## src/mla_dma_csr_pkg.sv

```systemverilog
// DMA register map
// Register selector values and bit positions inside the control and status word
`default_nettype none

package mla_dma_csr_pkg;

  // Host register selector, one entry per programmable setting
  typedef enum logic [2:0] {
    SRC_BASE    = 3'd0,
    SRC_STRIDE  = 3'd1,
    DST_BASE    = 3'd2,
    DST_STRIDE  = 3'd3,
    LENGTH      = 3'd4,
    CTRL_STATUS = 3'd5
  } csr_addr_e;

  // Writing a one here in CTRL_STATUS launches a transfer
  localparam int CTRL_START_BIT = 0;

  // Controller state sits in the low bits of a CTRL_STATUS read
  localparam int STATUS_STATE_LSB = 0;

  // Set by the end of a transfer, cleared by the next accepted start
  localparam int STATUS_DONE_BIT = 4;

endpackage

`default_nettype wire

```

## src/mla_dma_pkg.sv

```systemverilog
// DMA engine shared definitions
// Controller state encoding and default widths for the top-level parameters
`default_nettype none

package mla_dma_pkg;

  // IDLE waits for start, RUN issues reads
  // DRAIN has every read issued and waits for the remaining responses
  typedef enum logic [1:0] {
    IDLE  = 2'd0,
    RUN   = 2'd1,
    DRAIN = 2'd2
  } dma_state_e;

  // Word addresses on the external memory port
  localparam int DEFAULT_ADDR_WIDTH = 32;
  // Stride is a shift amount, so five bits cover a 32-bit address
  localparam int DEFAULT_STRIDE_WIDTH = 5;
  // Up to 255 words per transfer
  localparam int DEFAULT_LENGTH_WIDTH = 8;
  localparam int DEFAULT_DATA_WIDTH = 32;

endpackage

`default_nettype wire

```

## src/mla_dma_cfg_if.sv

```systemverilog
// DMA configuration link
// Carries programmed settings and start from the register block to the
// controller, and state and done back the other way
`timescale 1ns/1ps
`default_nettype none

interface mla_dma_cfg_if #(
  parameter int addr_width_p   = mla_dma_pkg::DEFAULT_ADDR_WIDTH,
  parameter int stride_width_p = mla_dma_pkg::DEFAULT_STRIDE_WIDTH,
  parameter int length_width_p = mla_dma_pkg::DEFAULT_LENGTH_WIDTH
);

  // Transfer settings, stable while a transfer runs
  logic [addr_width_p-1:0]   src_base;
  logic [stride_width_p-1:0] src_stride;
  logic [addr_width_p-1:0]   dst_base;
  logic [stride_width_p-1:0] dst_stride;
  logic [length_width_p-1:0] length;
  // One-cycle launch request
  logic                      start;

  // Controller status, done is a one-cycle pulse at the end of a transfer
  mla_dma_pkg::dma_state_e   state;
  logic                      done;

  modport csr (
    output src_base, src_stride, dst_base, dst_stride, length, start,
    input  state, done
  );

  modport ctrl (
    input  src_base, src_stride, dst_base, dst_stride, length, start,
    output state, done
  );

endinterface

`default_nettype wire

```

## src/mla_dma_addr_gen.sv

```systemverilog
// Strided address generator
// Counts accepted addresses and produces base + (count << stride),
// with first, last and done flags against the programmed length
`timescale 1ns/1ps
`default_nettype none

module mla_dma_addr_gen #(
  parameter int addr_width_p   = mla_dma_pkg::DEFAULT_ADDR_WIDTH,
  parameter int stride_width_p = mla_dma_pkg::DEFAULT_STRIDE_WIDTH,
  parameter int length_width_p = mla_dma_pkg::DEFAULT_LENGTH_WIDTH
) (
  input  wire logic                      clk_i,
  input  wire logic                      reset_i,
  input  wire logic                      en_i,
  input  wire logic                      clear_i,
  output logic                           first_o,
  output logic                           last_o,
  output logic                           done_o,
  input  wire logic [addr_width_p-1:0]   base_addr_r_i,
  input  wire logic [stride_width_p-1:0] stride_r_i,
  input  wire logic [length_width_p-1:0] length_r_i,
  output logic      [addr_width_p-1:0]   addr_o,
  output logic                           v_o,
  input  wire logic                      yumi_i
);

  logic [length_width_p-1:0] counter_r;
  logic [length_width_p-1:0] counter_n;

  assign counter_n = counter_r + 1'b1;

  // Clear restarts the sequence, each accept moves to the next element
  always_ff @(posedge clk_i) begin
    if (reset_i || clear_i) begin
      counter_r <= '0;
    end else if (yumi_i) begin
      counter_r <= counter_n;
    end
  end

  assign first_o = (counter_r == '0);
  assign last_o  = (counter_n == length_r_i);
  // Done holds once every element has been accepted
  assign done_o  = (counter_r == length_r_i);

  assign addr_o = base_addr_r_i + (addr_width_p'(counter_r) << stride_r_i);
  assign v_o    = en_i && !done_o;

  // The consumer may only accept an address that is being offered
  yumi_needs_valid_a : assert property (
    @(posedge clk_i) disable iff (reset_i) yumi_i |-> v_o
  );

endmodule

`default_nettype wire

```

## src/mla_dma_controller.sv

```systemverilog
// DMA transfer controller
// Pairs a read address generator on the memory port with a write address
// generator on the scratchpad and steps through IDLE, RUN and DRAIN
`timescale 1ns/1ps
`default_nettype none

module mla_dma_controller #(
  parameter int addr_width_p   = mla_dma_pkg::DEFAULT_ADDR_WIDTH,
  parameter int stride_width_p = mla_dma_pkg::DEFAULT_STRIDE_WIDTH,
  parameter int length_width_p = mla_dma_pkg::DEFAULT_LENGTH_WIDTH,
  parameter int data_width_p   = mla_dma_pkg::DEFAULT_DATA_WIDTH
) (
  input  wire logic                    clk_i,
  input  wire logic                    reset_i,
  mla_dma_cfg_if.ctrl                  cfg,
  output logic                         mem_v_o,
  output logic      [addr_width_p-1:0] mem_addr_o,
  input  wire logic                    mem_yumi_i,
  input  wire logic                    mem_resp_v_i,
  input  wire logic [data_width_p-1:0] mem_resp_data_i,
  output logic                         spad_w_o,
  output logic      [addr_width_p-1:0] spad_waddr_o,
  output logic      [data_width_p-1:0] spad_wdata_o
);

  mla_dma_pkg::dma_state_e state_r;
  mla_dma_pkg::dma_state_e state_n;
  logic                    launch;
  logic                    rd_done;
  logic                    wr_done;
  logic                    wr_v;

  // A start outside IDLE is dropped
  assign launch = cfg.start && (state_r == mla_dma_pkg::IDLE);

  // Read side issues one request per accept and stops at the length
  mla_dma_addr_gen #(
    .addr_width_p  (addr_width_p),
    .stride_width_p(stride_width_p),
    .length_width_p(length_width_p)
  ) rd_gen (
    .clk_i        (clk_i),
    .reset_i      (reset_i),
    .en_i         (state_r == mla_dma_pkg::RUN),
    .clear_i      (launch),
    .first_o      (),
    .last_o       (),
    .done_o       (rd_done),
    .base_addr_r_i(cfg.src_base),
    .stride_r_i   (cfg.src_stride),
    .length_r_i   (cfg.length),
    .addr_o       (mem_addr_o),
    .v_o          (mem_v_o),
    .yumi_i       (mem_yumi_i)
  );

  // Write side steps once per in-order response, so its count trails the reads
  mla_dma_addr_gen #(
    .addr_width_p  (addr_width_p),
    .stride_width_p(stride_width_p),
    .length_width_p(length_width_p)
  ) wr_gen (
    .clk_i        (clk_i),
    .reset_i      (reset_i),
    .en_i         (state_r != mla_dma_pkg::IDLE),
    .clear_i      (launch),
    .first_o      (),
    .last_o       (),
    .done_o       (wr_done),
    .base_addr_r_i(cfg.dst_base),
    .stride_r_i   (cfg.dst_stride),
    .length_r_i   (cfg.length),
    .addr_o       (spad_waddr_o),
    .v_o          (wr_v),
    .yumi_i       (mem_resp_v_i)
  );

  // Each response is written in the cycle it arrives
  assign spad_w_o     = mem_resp_v_i && wr_v;
  assign spad_wdata_o = mem_resp_data_i;

  // The transfer ends once the last response has been written
  always_comb begin
    state_n = state_r;
    case (state_r)
      mla_dma_pkg::IDLE: if (launch) state_n = mla_dma_pkg::RUN;
      mla_dma_pkg::RUN: begin
        if (wr_done) begin
          state_n = mla_dma_pkg::IDLE;
        end else if (rd_done) begin
          state_n = mla_dma_pkg::DRAIN;
        end
      end
      mla_dma_pkg::DRAIN: if (wr_done) state_n = mla_dma_pkg::IDLE;
      default: state_n = mla_dma_pkg::IDLE;
    endcase
  end

  always_ff @(posedge clk_i) begin
    if (reset_i) begin
      state_r <= mla_dma_pkg::IDLE;
    end else begin
      state_r <= state_n;
    end
  end

  assign cfg.state = state_r;
  // Lasts one cycle since the state leaves RUN or DRAIN on the next edge
  assign cfg.done  = (state_r != mla_dma_pkg::IDLE) && wr_done;

  // The memory may only answer requests issued during a transfer
  no_resp_in_idle_a : assert property (
    @(posedge clk_i) disable iff (reset_i)
      (state_r == mla_dma_pkg::IDLE) |-> !mem_resp_v_i
  );

endmodule

`default_nettype wire

```

## src/mla_dma_csr.sv

```systemverilog
// DMA register block
// Holds the host-programmed transfer settings, turns a control write into a
// start pulse and reports controller state and a sticky done flag
`timescale 1ns/1ps
`default_nettype none

module mla_dma_csr #(
  parameter int addr_width_p   = mla_dma_pkg::DEFAULT_ADDR_WIDTH,
  parameter int stride_width_p = mla_dma_pkg::DEFAULT_STRIDE_WIDTH,
  parameter int length_width_p = mla_dma_pkg::DEFAULT_LENGTH_WIDTH,
  parameter int data_width_p   = mla_dma_pkg::DEFAULT_DATA_WIDTH
) (
  input  wire logic                    clk_i,
  input  wire logic                    reset_i,
  input  wire logic                    host_w_i,
  input  mla_dma_csr_pkg::csr_addr_e   host_addr_i,
  input  wire logic [data_width_p-1:0] host_wdata_i,
  output logic      [data_width_p-1:0] host_rdata_o,
  mla_dma_cfg_if.csr                   cfg
);

  logic [addr_width_p-1:0]   src_base_r;
  logic [stride_width_p-1:0] src_stride_r;
  logic [addr_width_p-1:0]   dst_base_r;
  logic [stride_width_p-1:0] dst_stride_r;
  logic [length_width_p-1:0] length_r;
  logic                      start_r;
  logic                      done_sticky_r;

  // Settings registers, each host write lands on the next edge
  always_ff @(posedge clk_i) begin
    if (reset_i) begin
      src_base_r   <= '0;
      src_stride_r <= '0;
      dst_base_r   <= '0;
      dst_stride_r <= '0;
      length_r     <= '0;
    end else if (host_w_i) begin
      case (host_addr_i)
        mla_dma_csr_pkg::SRC_BASE:   src_base_r   <= addr_width_p'(host_wdata_i);
        mla_dma_csr_pkg::SRC_STRIDE: src_stride_r <= stride_width_p'(host_wdata_i);
        mla_dma_csr_pkg::DST_BASE:   dst_base_r   <= addr_width_p'(host_wdata_i);
        mla_dma_csr_pkg::DST_STRIDE: dst_stride_r <= stride_width_p'(host_wdata_i);
        mla_dma_csr_pkg::LENGTH:     length_r     <= length_width_p'(host_wdata_i);
        default: ;
      endcase
    end
  end

  // Start is registered so it appears for exactly the cycle after the write
  // Done-sticky is set by the done pulse and cleared by a start the controller accepts
  always_ff @(posedge clk_i) begin
    if (reset_i) begin
      start_r       <= 1'b0;
      done_sticky_r <= 1'b0;
    end else begin
      start_r <= host_w_i && (host_addr_i == mla_dma_csr_pkg::CTRL_STATUS)
                 && host_wdata_i[mla_dma_csr_pkg::CTRL_START_BIT];
      if (cfg.done) begin
        done_sticky_r <= 1'b1;
      end else if (start_r && (cfg.state == mla_dma_pkg::IDLE)) begin
        done_sticky_r <= 1'b0;
      end
    end
  end

  assign cfg.src_base   = src_base_r;
  assign cfg.src_stride = src_stride_r;
  assign cfg.dst_base   = dst_base_r;
  assign cfg.dst_stride = dst_stride_r;
  assign cfg.length     = length_r;
  assign cfg.start      = start_r;

  // Register readback is purely combinational on the selector
  always_comb begin
    host_rdata_o = '0;
    case (host_addr_i)
      mla_dma_csr_pkg::SRC_BASE:   host_rdata_o = data_width_p'(src_base_r);
      mla_dma_csr_pkg::SRC_STRIDE: host_rdata_o = data_width_p'(src_stride_r);
      mla_dma_csr_pkg::DST_BASE:   host_rdata_o = data_width_p'(dst_base_r);
      mla_dma_csr_pkg::DST_STRIDE: host_rdata_o = data_width_p'(dst_stride_r);
      mla_dma_csr_pkg::LENGTH:     host_rdata_o = data_width_p'(length_r);
      mla_dma_csr_pkg::CTRL_STATUS: begin
        host_rdata_o[mla_dma_csr_pkg::STATUS_STATE_LSB +: 2] = cfg.state;
        host_rdata_o[mla_dma_csr_pkg::STATUS_DONE_BIT]      = done_sticky_r;
      end
      default: host_rdata_o = '0;
    endcase
  end

  // Back-to-back start pulses would mean the pulse logic got stuck
  start_single_cycle_a : assert property (
    @(posedge clk_i) disable iff (reset_i) cfg.start |=> !cfg.start
  );

endmodule

`default_nettype wire

```

## src/mla_dma_top.sv

```systemverilog
// DMA engine top level
// Register block, transfer controller and scratchpad behind plain host,
// memory and scratchpad ports
`timescale 1ns/1ps
`default_nettype none

module mla_dma_top #(
  parameter int addr_width_p   = mla_dma_pkg::DEFAULT_ADDR_WIDTH,
  parameter int stride_width_p = mla_dma_pkg::DEFAULT_STRIDE_WIDTH,
  parameter int length_width_p = mla_dma_pkg::DEFAULT_LENGTH_WIDTH,
  parameter int data_width_p   = mla_dma_pkg::DEFAULT_DATA_WIDTH,
  parameter int spad_words_p   = 64
) (
  input  wire logic                    clk_i,
  input  wire logic                    reset_i,
  // Host register access
  input  wire logic                    host_w_i,
  input  mla_dma_csr_pkg::csr_addr_e   host_addr_i,
  input  wire logic [data_width_p-1:0] host_wdata_i,
  output logic      [data_width_p-1:0] host_rdata_o,
  // External memory read port
  output logic                         mem_v_o,
  output logic      [addr_width_p-1:0] mem_addr_o,
  input  wire logic                    mem_yumi_i,
  input  wire logic                    mem_resp_v_i,
  input  wire logic [data_width_p-1:0] mem_resp_data_i,
  // Host view of the scratchpad
  input  wire logic [addr_width_p-1:0] spad_raddr_i,
  output logic      [data_width_p-1:0] spad_rdata_o
);

  logic                    spad_w;
  logic [addr_width_p-1:0] spad_waddr;
  logic [data_width_p-1:0] spad_wdata;

  mla_dma_cfg_if #(
    .addr_width_p  (addr_width_p),
    .stride_width_p(stride_width_p),
    .length_width_p(length_width_p)
  ) cfg ();

  mla_dma_csr #(
    .addr_width_p  (addr_width_p),
    .stride_width_p(stride_width_p),
    .length_width_p(length_width_p),
    .data_width_p  (data_width_p)
  ) csr (
    .clk_i       (clk_i),
    .reset_i     (reset_i),
    .host_w_i    (host_w_i),
    .host_addr_i (host_addr_i),
    .host_wdata_i(host_wdata_i),
    .host_rdata_o(host_rdata_o),
    .cfg         (cfg.csr)
  );

  mla_dma_controller #(
    .addr_width_p  (addr_width_p),
    .stride_width_p(stride_width_p),
    .length_width_p(length_width_p),
    .data_width_p  (data_width_p)
  ) ctrl (
    .clk_i          (clk_i),
    .reset_i        (reset_i),
    .cfg            (cfg.ctrl),
    .mem_v_o        (mem_v_o),
    .mem_addr_o     (mem_addr_o),
    .mem_yumi_i     (mem_yumi_i),
    .mem_resp_v_i   (mem_resp_v_i),
    .mem_resp_data_i(mem_resp_data_i),
    .spad_w_o       (spad_w),
    .spad_waddr_o   (spad_waddr),
    .spad_wdata_o   (spad_wdata)
  );

  mla_scratchpad #(
    .addr_width_p(addr_width_p),
    .data_width_p(data_width_p),
    .spad_words_p(spad_words_p)
  ) spad (
    .clk_i  (clk_i),
    .w_i    (spad_w),
    .waddr_i(spad_waddr),
    .wdata_i(spad_wdata),
    .raddr_i(spad_raddr_i),
    .rdata_o(spad_rdata_o)
  );

endmodule

`default_nettype wire

```

## src/mla_scratchpad.sv

```systemverilog
// Local scratchpad memory
// One write port for the DMA engine and one registered read port for the host
`timescale 1ns/1ps
`default_nettype none

module mla_scratchpad #(
  parameter int addr_width_p = mla_dma_pkg::DEFAULT_ADDR_WIDTH,
  parameter int data_width_p = mla_dma_pkg::DEFAULT_DATA_WIDTH,
  // Depth in words, a power of two so that dropped address bits wrap cleanly
  parameter int spad_words_p = 64
) (
  input  wire logic                    clk_i,
  input  wire logic                    w_i,
  input  wire logic [addr_width_p-1:0] waddr_i,
  input  wire logic [data_width_p-1:0] wdata_i,
  input  wire logic [addr_width_p-1:0] raddr_i,
  output logic      [data_width_p-1:0] rdata_o
);

  localparam int idx_width_lp = $clog2(spad_words_p);

  logic [data_width_p-1:0] mem_r [spad_words_p];
  logic [idx_width_lp-1:0] widx;
  logic [idx_width_lp-1:0] ridx;

  // Only the low index bits select a word
  assign widx = waddr_i[idx_width_lp-1:0];
  assign ridx = raddr_i[idx_width_lp-1:0];

  // Write and read share the clock, read data follows one cycle after the address
  always_ff @(posedge clk_i) begin
    if (w_i) begin
      mem_r[widx] <= wdata_i;
    end
    rdata_o <= mem_r[ridx];
  end

endmodule

`default_nettype wire

```

## config.mk

```make
export PLATFORM = sky130hd
export DESIGN_NAME = mla_dma_top
export DESIGN_NICKNAME = d
export VERILOG_FILES = /design/src/mla_dma_csr_pkg.sv /design/src/mla_dma_pkg.sv /design/src/mla_dma_cfg_if.sv /design/src/mla_dma_addr_gen.sv /design/src/mla_dma_controller.sv /design/src/mla_dma_csr.sv /design/src/mla_dma_top.sv /design/src/mla_scratchpad.sv
export SDC_FILE = /design/constraint.sdc
export NUM_CORES = 2
export LEC_CHECK = 0
export BUFFER_PORTS_ARGS = -buffer_cell sky130_fd_sc_hd__buf_2
export CORE_ASPECT_RATIO = 2
export CORE_MARGIN = 2
export CORE_UTILIZATION = 45
export DETAILED_ROUTE_END_ITERATION = 7
export GPL_TIMING_DRIVEN = 0
export PLACE_DENSITY = 0.67
export SYNTH_ARGS = -nofsm -noshare
export SYNTH_HDL_FRONTEND = slang
export SYNTH_SLANG_ARGS = --single-unit
```

## constraint.sdc

```tcl
create_clock -name clk_i -period 10.2 [get_ports clk_i]
set_clock_uncertainty 0.1 [all_clocks]
set_input_delay 2.04 -clock clk_i [delete_from_list [all_inputs] [get_ports clk_i]]
set_output_delay 2.04 -clock clk_i [all_outputs]
set_load 0.01 [all_outputs]
```

# Word-level counts from Yosys, hierarchy flattened
# Memory sizes are Yosys's and may differ from the RTL's. A register that Yosys moved wholly into a read port is not among the register bits.
# Index checks and enable logic that the tools add are counted.
# op_classes
add_sub_neg	4
eq_ne	12
shift	2
mux	13
reduce_logical	20
# ops
operator	count
27-bit one-hot mux with 3 select lines	1
32-bit adder	1
8-bit by 5-bit left shift with 32-bit output	1
8-bit by 1-bit adder with 8-bit output (second input constant)	2
8-bit equality test	2
2-bit one-hot mux with 6 select lines	1
2-bit one-hot mux with 5 select lines	1
2-bit AND reduction	5
2-bit two-way mux	4
8-bit by 5-bit left shift with 6-bit output	1
1-bit logical AND	7
6-bit adder	1
3-bit by 2-bit equality test with 1-bit output (second input constant)	2
3-bit equality test (second input constant)	2
1-bit one-hot mux with 6 select lines	1
2-bit one-hot mux with 3 select lines	1
1-bit two-way mux	4
2-bit by 1-bit inequality test with 1-bit output (second input constant)	2
2-bit nonzero test	2
3-bit by 1-bit equality test with 1-bit output (second input constant)	1
3-bit logical NOT	1
3-bit by 1-bit inequality test with 1-bit output (second input constant)	1
3-bit AND reduction	1
2-bit by 1-bit equality test with 1-bit output (second input constant)	1
other kinds (4)	5
# totals
reg_bits	102
mem_bits_rw	2048
input_bits	104
out_inout_bits	97
elab_cells	62
memories	1
# memory_table
name	depth	width	read_ports	rd_clocked_by_memory_dff	wr	line_no	rtl
spad.mem_r	64	32	1	1	1	mla_scratchpad.sv:22	logic [data_width_p-1:0] mem_r [spad_words_p];

# Logic depth before layout (Yosys ltp)
# logic_depth
depth_word	6
mapped_depth	16
ltp_nobuf	14

# Hierarchy
# Synthesis repeated with hierarchy kept, for this count alone.
# hier_totals
cells_unflattened	4661
hier_area_um2	88329.7
# by_module_without_submodules
mod	n_inst	cells_per_inst	area_each_um2	seq_area_each_um2
mla_scratchpad	1	3324	78515.3	62139.6
mla_dma_csr	1	447	3677.3	1681.6
mla_dma_addr_gen at ctrl.wr_gen	1	420	2907.8	160.2
mla_dma_addr_gen at ctrl.rd_gen	1	424	2867.8	160.2
mla_dma_controller	1	46	361.6	40.0

# Worst setup path before layout
# OpenSTA, ideal clock, no wires.
# synth_timing
kind	reg-to-output
startpoint	register csr.src_stride_r[1], in the netlist csr.cfg.src_stride[1]
endpoint	output port mem_addr_o[27]
t_arrival_ns	3.691
required_time_ns	8.060
slack_ns	4.369
path_stages_with_launch	17
n_path_buf	3
path_cell_list	dfxtp_1 > clkbuf_1 > clkbuf_1 > nand2_1 > nor2_1 > a21oi_1 > mux2_2 > o22ai_1 > ha_1 > buf_2 > a21o_1 > a21o_1 > a2111oi_0 > a21oi_1 > a31o_1 > o211a_1 > a2111oi_1
# synth_via
elab_chain_len	2
# synth_lines
item	line_no	rtl
from (decl)	mla_dma_csr.sv:23	logic [stride_width_p-1:0] src_stride_r;
from (signal assigned)	mla_dma_csr.sv:41	mla_dma_csr_pkg::SRC_STRIDE: src_stride_r <= stride_width_p'(host_wdata_i);
8-bit by 5-bit left shift with 32-bit output	mla_dma_addr_gen.sv:46	assign addr_o = base_addr_r_i + (addr_width_p'(counter_r) << stride_r_i);
32-bit adder	mla_dma_addr_gen.sv:46	
to (decl)	mla_dma_top.sv:23	output logic [addr_width_p-1:0] mem_addr_o,
# Every way passes these cells.

# Final worst setup path
# layout_timing
startpoint	register csr.src_stride_r[1], in the netlist csr.cfg.src_stride[1]
endpoint	output port mem_addr_o[30]
# The elaborated chain is that of the path after synthesis.

==> impl_metrics.ini <==
[sta]
rsz0062_at_grt = no
worst_slew_pin_slew_ps = 1580
slew_headroom = -0.0512
fin_setup_tns_ps = 0
final-hold-violation-count = 0
period_share = 0.823
max_freq_ghz = 0.119
setup_viol = 0
final.min_clock_period_ps = 8390
slew_viol_final = 11

[yosys]
synth_flop_cell = edfxtp_1
synthMuxAreaShare = 0.175
synthesis.nets = 4223
ys_warn_count = 0
yosys-top-cells-area = edfxtp_1 72%, mux4_2 16%, dfxtp_1 3.1%
synth.largest_area_cell = edfxtp_1
syn_inst = 4079
synth_compound_area_frac = 0.0253
yosys.area.top_type_share = 0.720
yosysSeqAreaShare = 0.751
syn_area_um2 = 85500
avgSynthCellArea_um2 = 21.0
synth_top_family_by_area = multiplexers
synth-edff-count = 2048
ys_seq_elements = 2182
synth_fa_ha_area_frac = 0.00603
synth-xor-area-share = 0.00700
yosysUniqueCellTypes = 62
async_flop_share = 0
synth-simple-area-share = 0.0236

[floorplanning]
die_h_um = 620
core_area_um2 = 189000
dieArea_um2 = 194000
ios = 201
die_w_um = 312
initial_utilization = 0.452
std_cell_rows = 226

[layout]
area_delta_synth_final_pct = 14.0
final_layout_size_suffix_gt1_frac = 0.279
fillers = 14654
seqCellArea_um2 = 64200
layout_commonest_cell = edfxtp_1
num-nets-final = 4648
final_area_um2 = 97500
multiInputGateArea_um2 = 20700
final_cell_mix = 2,048 x edfxtp_1, 617 x mux4_2, 234 x buf_2

[global_route]
overflow = 0
antenna_found_initial = 19
grt_max_degree = 65
grt_pass1_vias = 45537
grt_use_total = 0.254
grt_pass1_wl_um = 342000

[worst_setup_path]
cp.arrival_ps = 6250
cp-start-kind = flop
critPathKind = reg2out
required_ps = 8060
r2r_slack_ps = 4970
crit_start = csr.cfg.src_stride[1]
reg2reg_depth = 13
crit_fanout = 10
r2r-end = spad.mem_r[58][20]
r2r_start = ctrl.wr_gen.counter_r[0]
endpoint = mem_addr_o[30]
end_kind = primary output

[drt]
wl_per_cell_um = 34.5
vias_per_cell = 6.15
drt-total-wl_um = 247000
drc_errors = 0
ant_nets = 0
drtIter0Drc = 5122
dr.pass1.iters = 6
num_vias = 44088

[power_and_ir_drop]
p_leak_nw = 30.6
peakVddDrop_v = 0.000204
power_density_nw_per_um2 = 185

[clocking]
cts_hold_repair.buffers = 0
clock-sinks = 2182
path_clk_slew_ps = 60
clock_path_buffers = 4
cts-resized-gates = 0
post_cts.repair.setup_buffers = 0
numCtsBuffers = 188
cts_tree = yes
cts_max_level = 4
cts_root_buffer = clkbuf_16
clkLatencyLatePin_ps = 850

[placed_design]
portBuffers = 165
dpl_cell_area_um2 = 91400
hpwl_um = 169000
gp_congestion = 0.944

[outcome]
status = complete, but fails checks
violations = capacitance limit, slew limit

[hold_path]
hold_class = reg2reg

[job]
maxCapViolCount = 1
==> metal layers <==
layer | part of all wire | vias up | track usage
met4 | 0.073 | 12 | 0.155
met3 | 0.068 | 710 | 0.0402
met2 | 0.55 | 2373 | 0.475
met1 | 0.31 | 23191 | 0.265
met5 | 0.00030 | - | 0
li1 | - | 17802 | -
==> worst min path at each step <==
stage                                    start                   end  slack [ps]  depth (start not counted)
after detailed placement  csr.cfg.dst_base[27]  csr.cfg.dst_base[27]         350                          2
final                     csr.cfg.dst_base[27]  csr.cfg.dst_base[27]         360                          2
after global placement    csr.cfg.dst_base[28]  csr.cfg.dst_base[28]         340                          2
after CTS                 csr.cfg.dst_base[27]  csr.cfg.dst_base[27]         360                          2
after floorplan              csr.done_sticky_r     csr.done_sticky_r         330                          2
after global routing      csr.cfg.dst_base[18]  csr.cfg.dst_base[18]         370                          2
==> flip-flops by register name, indices dropped and copies added (netlist names), 8 cells and up <==
register / cells
spad.mem_r: 2048
ctrl.wr_gen.counter_r: 8
csr.cfg.dst_base: 32
csr.cfg.length: 8
csr.cfg.src_base: 32
ctrl.rd_gen.counter_r: 8
spad.rdata_o: 32
==> synthesized netlist by cell type (all sizes together) (3+ instances only) <==
cell	number
o22a	4
nor3b	3
a22o	24
inv	19
o21bai	3
edfxtp	2048
a211oi	7
nand4	10
nor2b	6
nand2	198
xnor2	39
mux2i	80
clkbuf	118
nor4b	3
o21ai	54
xor2	24
or3	4
dfxtp	134
nand3b	3
a31oi	7
o221ai	19
buf	103
nor3	28
nand3	18
o22ai	45
mux4	617
mux2	22
and3	7
ha	38
nand2b	8
a21o	15
a21oi	150
o211ai	7
nor2	175
and2	10
==> cell families after synthesis <==
logic type	count (synthesis)
buffers and inverters	241
adder cells (fa/ha/maj)	40
AND/OR/NAND/NOR	478
XOR/XNOR	65
AO/OA/AOI/OAI	354
flip-flops	2182
multiplexers	719
==> critical path, cell delays in order (launching register included) <==
cell and delay [ps]:
dfxtp_1 300, clkbuf_1 340, clkbuf_1 410, mux2i_1 300
mux2i_1 130, a21oi_1 420, o22ai_1 280, ha_1 340
clkbuf_1 300, and4_1 330, and3_1 210, nand3_1 130
a211oi_1 980, a211oi_1 360, o311ai_0 420, buf_2 220
==> final cells by class <==
class / instances / area share
Buffer: 221 / 0.0100
Multi-Input combinational cell: 1656 / 0.213
Inverter: 20 / 0.000770
Clock inverter: 101 / 0.0115
Timing Repair Buffer: 235 / 0.0233
Antenna cell: 9 / 0.000231
Tap cell: 2508 / 0.0322
Clock buffer: 233 / 0.0507
Sequential cell: 2182 / 0.659
==> through the flow <==
stage	setup WS (ps)	cells	power (W)	hold WS, ps	util
2_1_floorplan	4370	4079	0.0105	325	-
3_3_place_gp	2140	6752	0.0109	342	0.473
3_5_place_dp	2880	6822	0.0110	351	0.483
4_1_cts	2030	7156	0.0181	359	0.515
5_1_grt	1740	7158	0.0184	372	0.515
6_report	1810	7165	0.0180	359	0.515
==> power by group <==
part	switching, W	internal [W]
sequential	0.0000128	0.00980
combinational	0.000606	0.000338
clock	0.00325	0.00402
total	0.00387	0.0142
(Power assumes the default switching activity.)
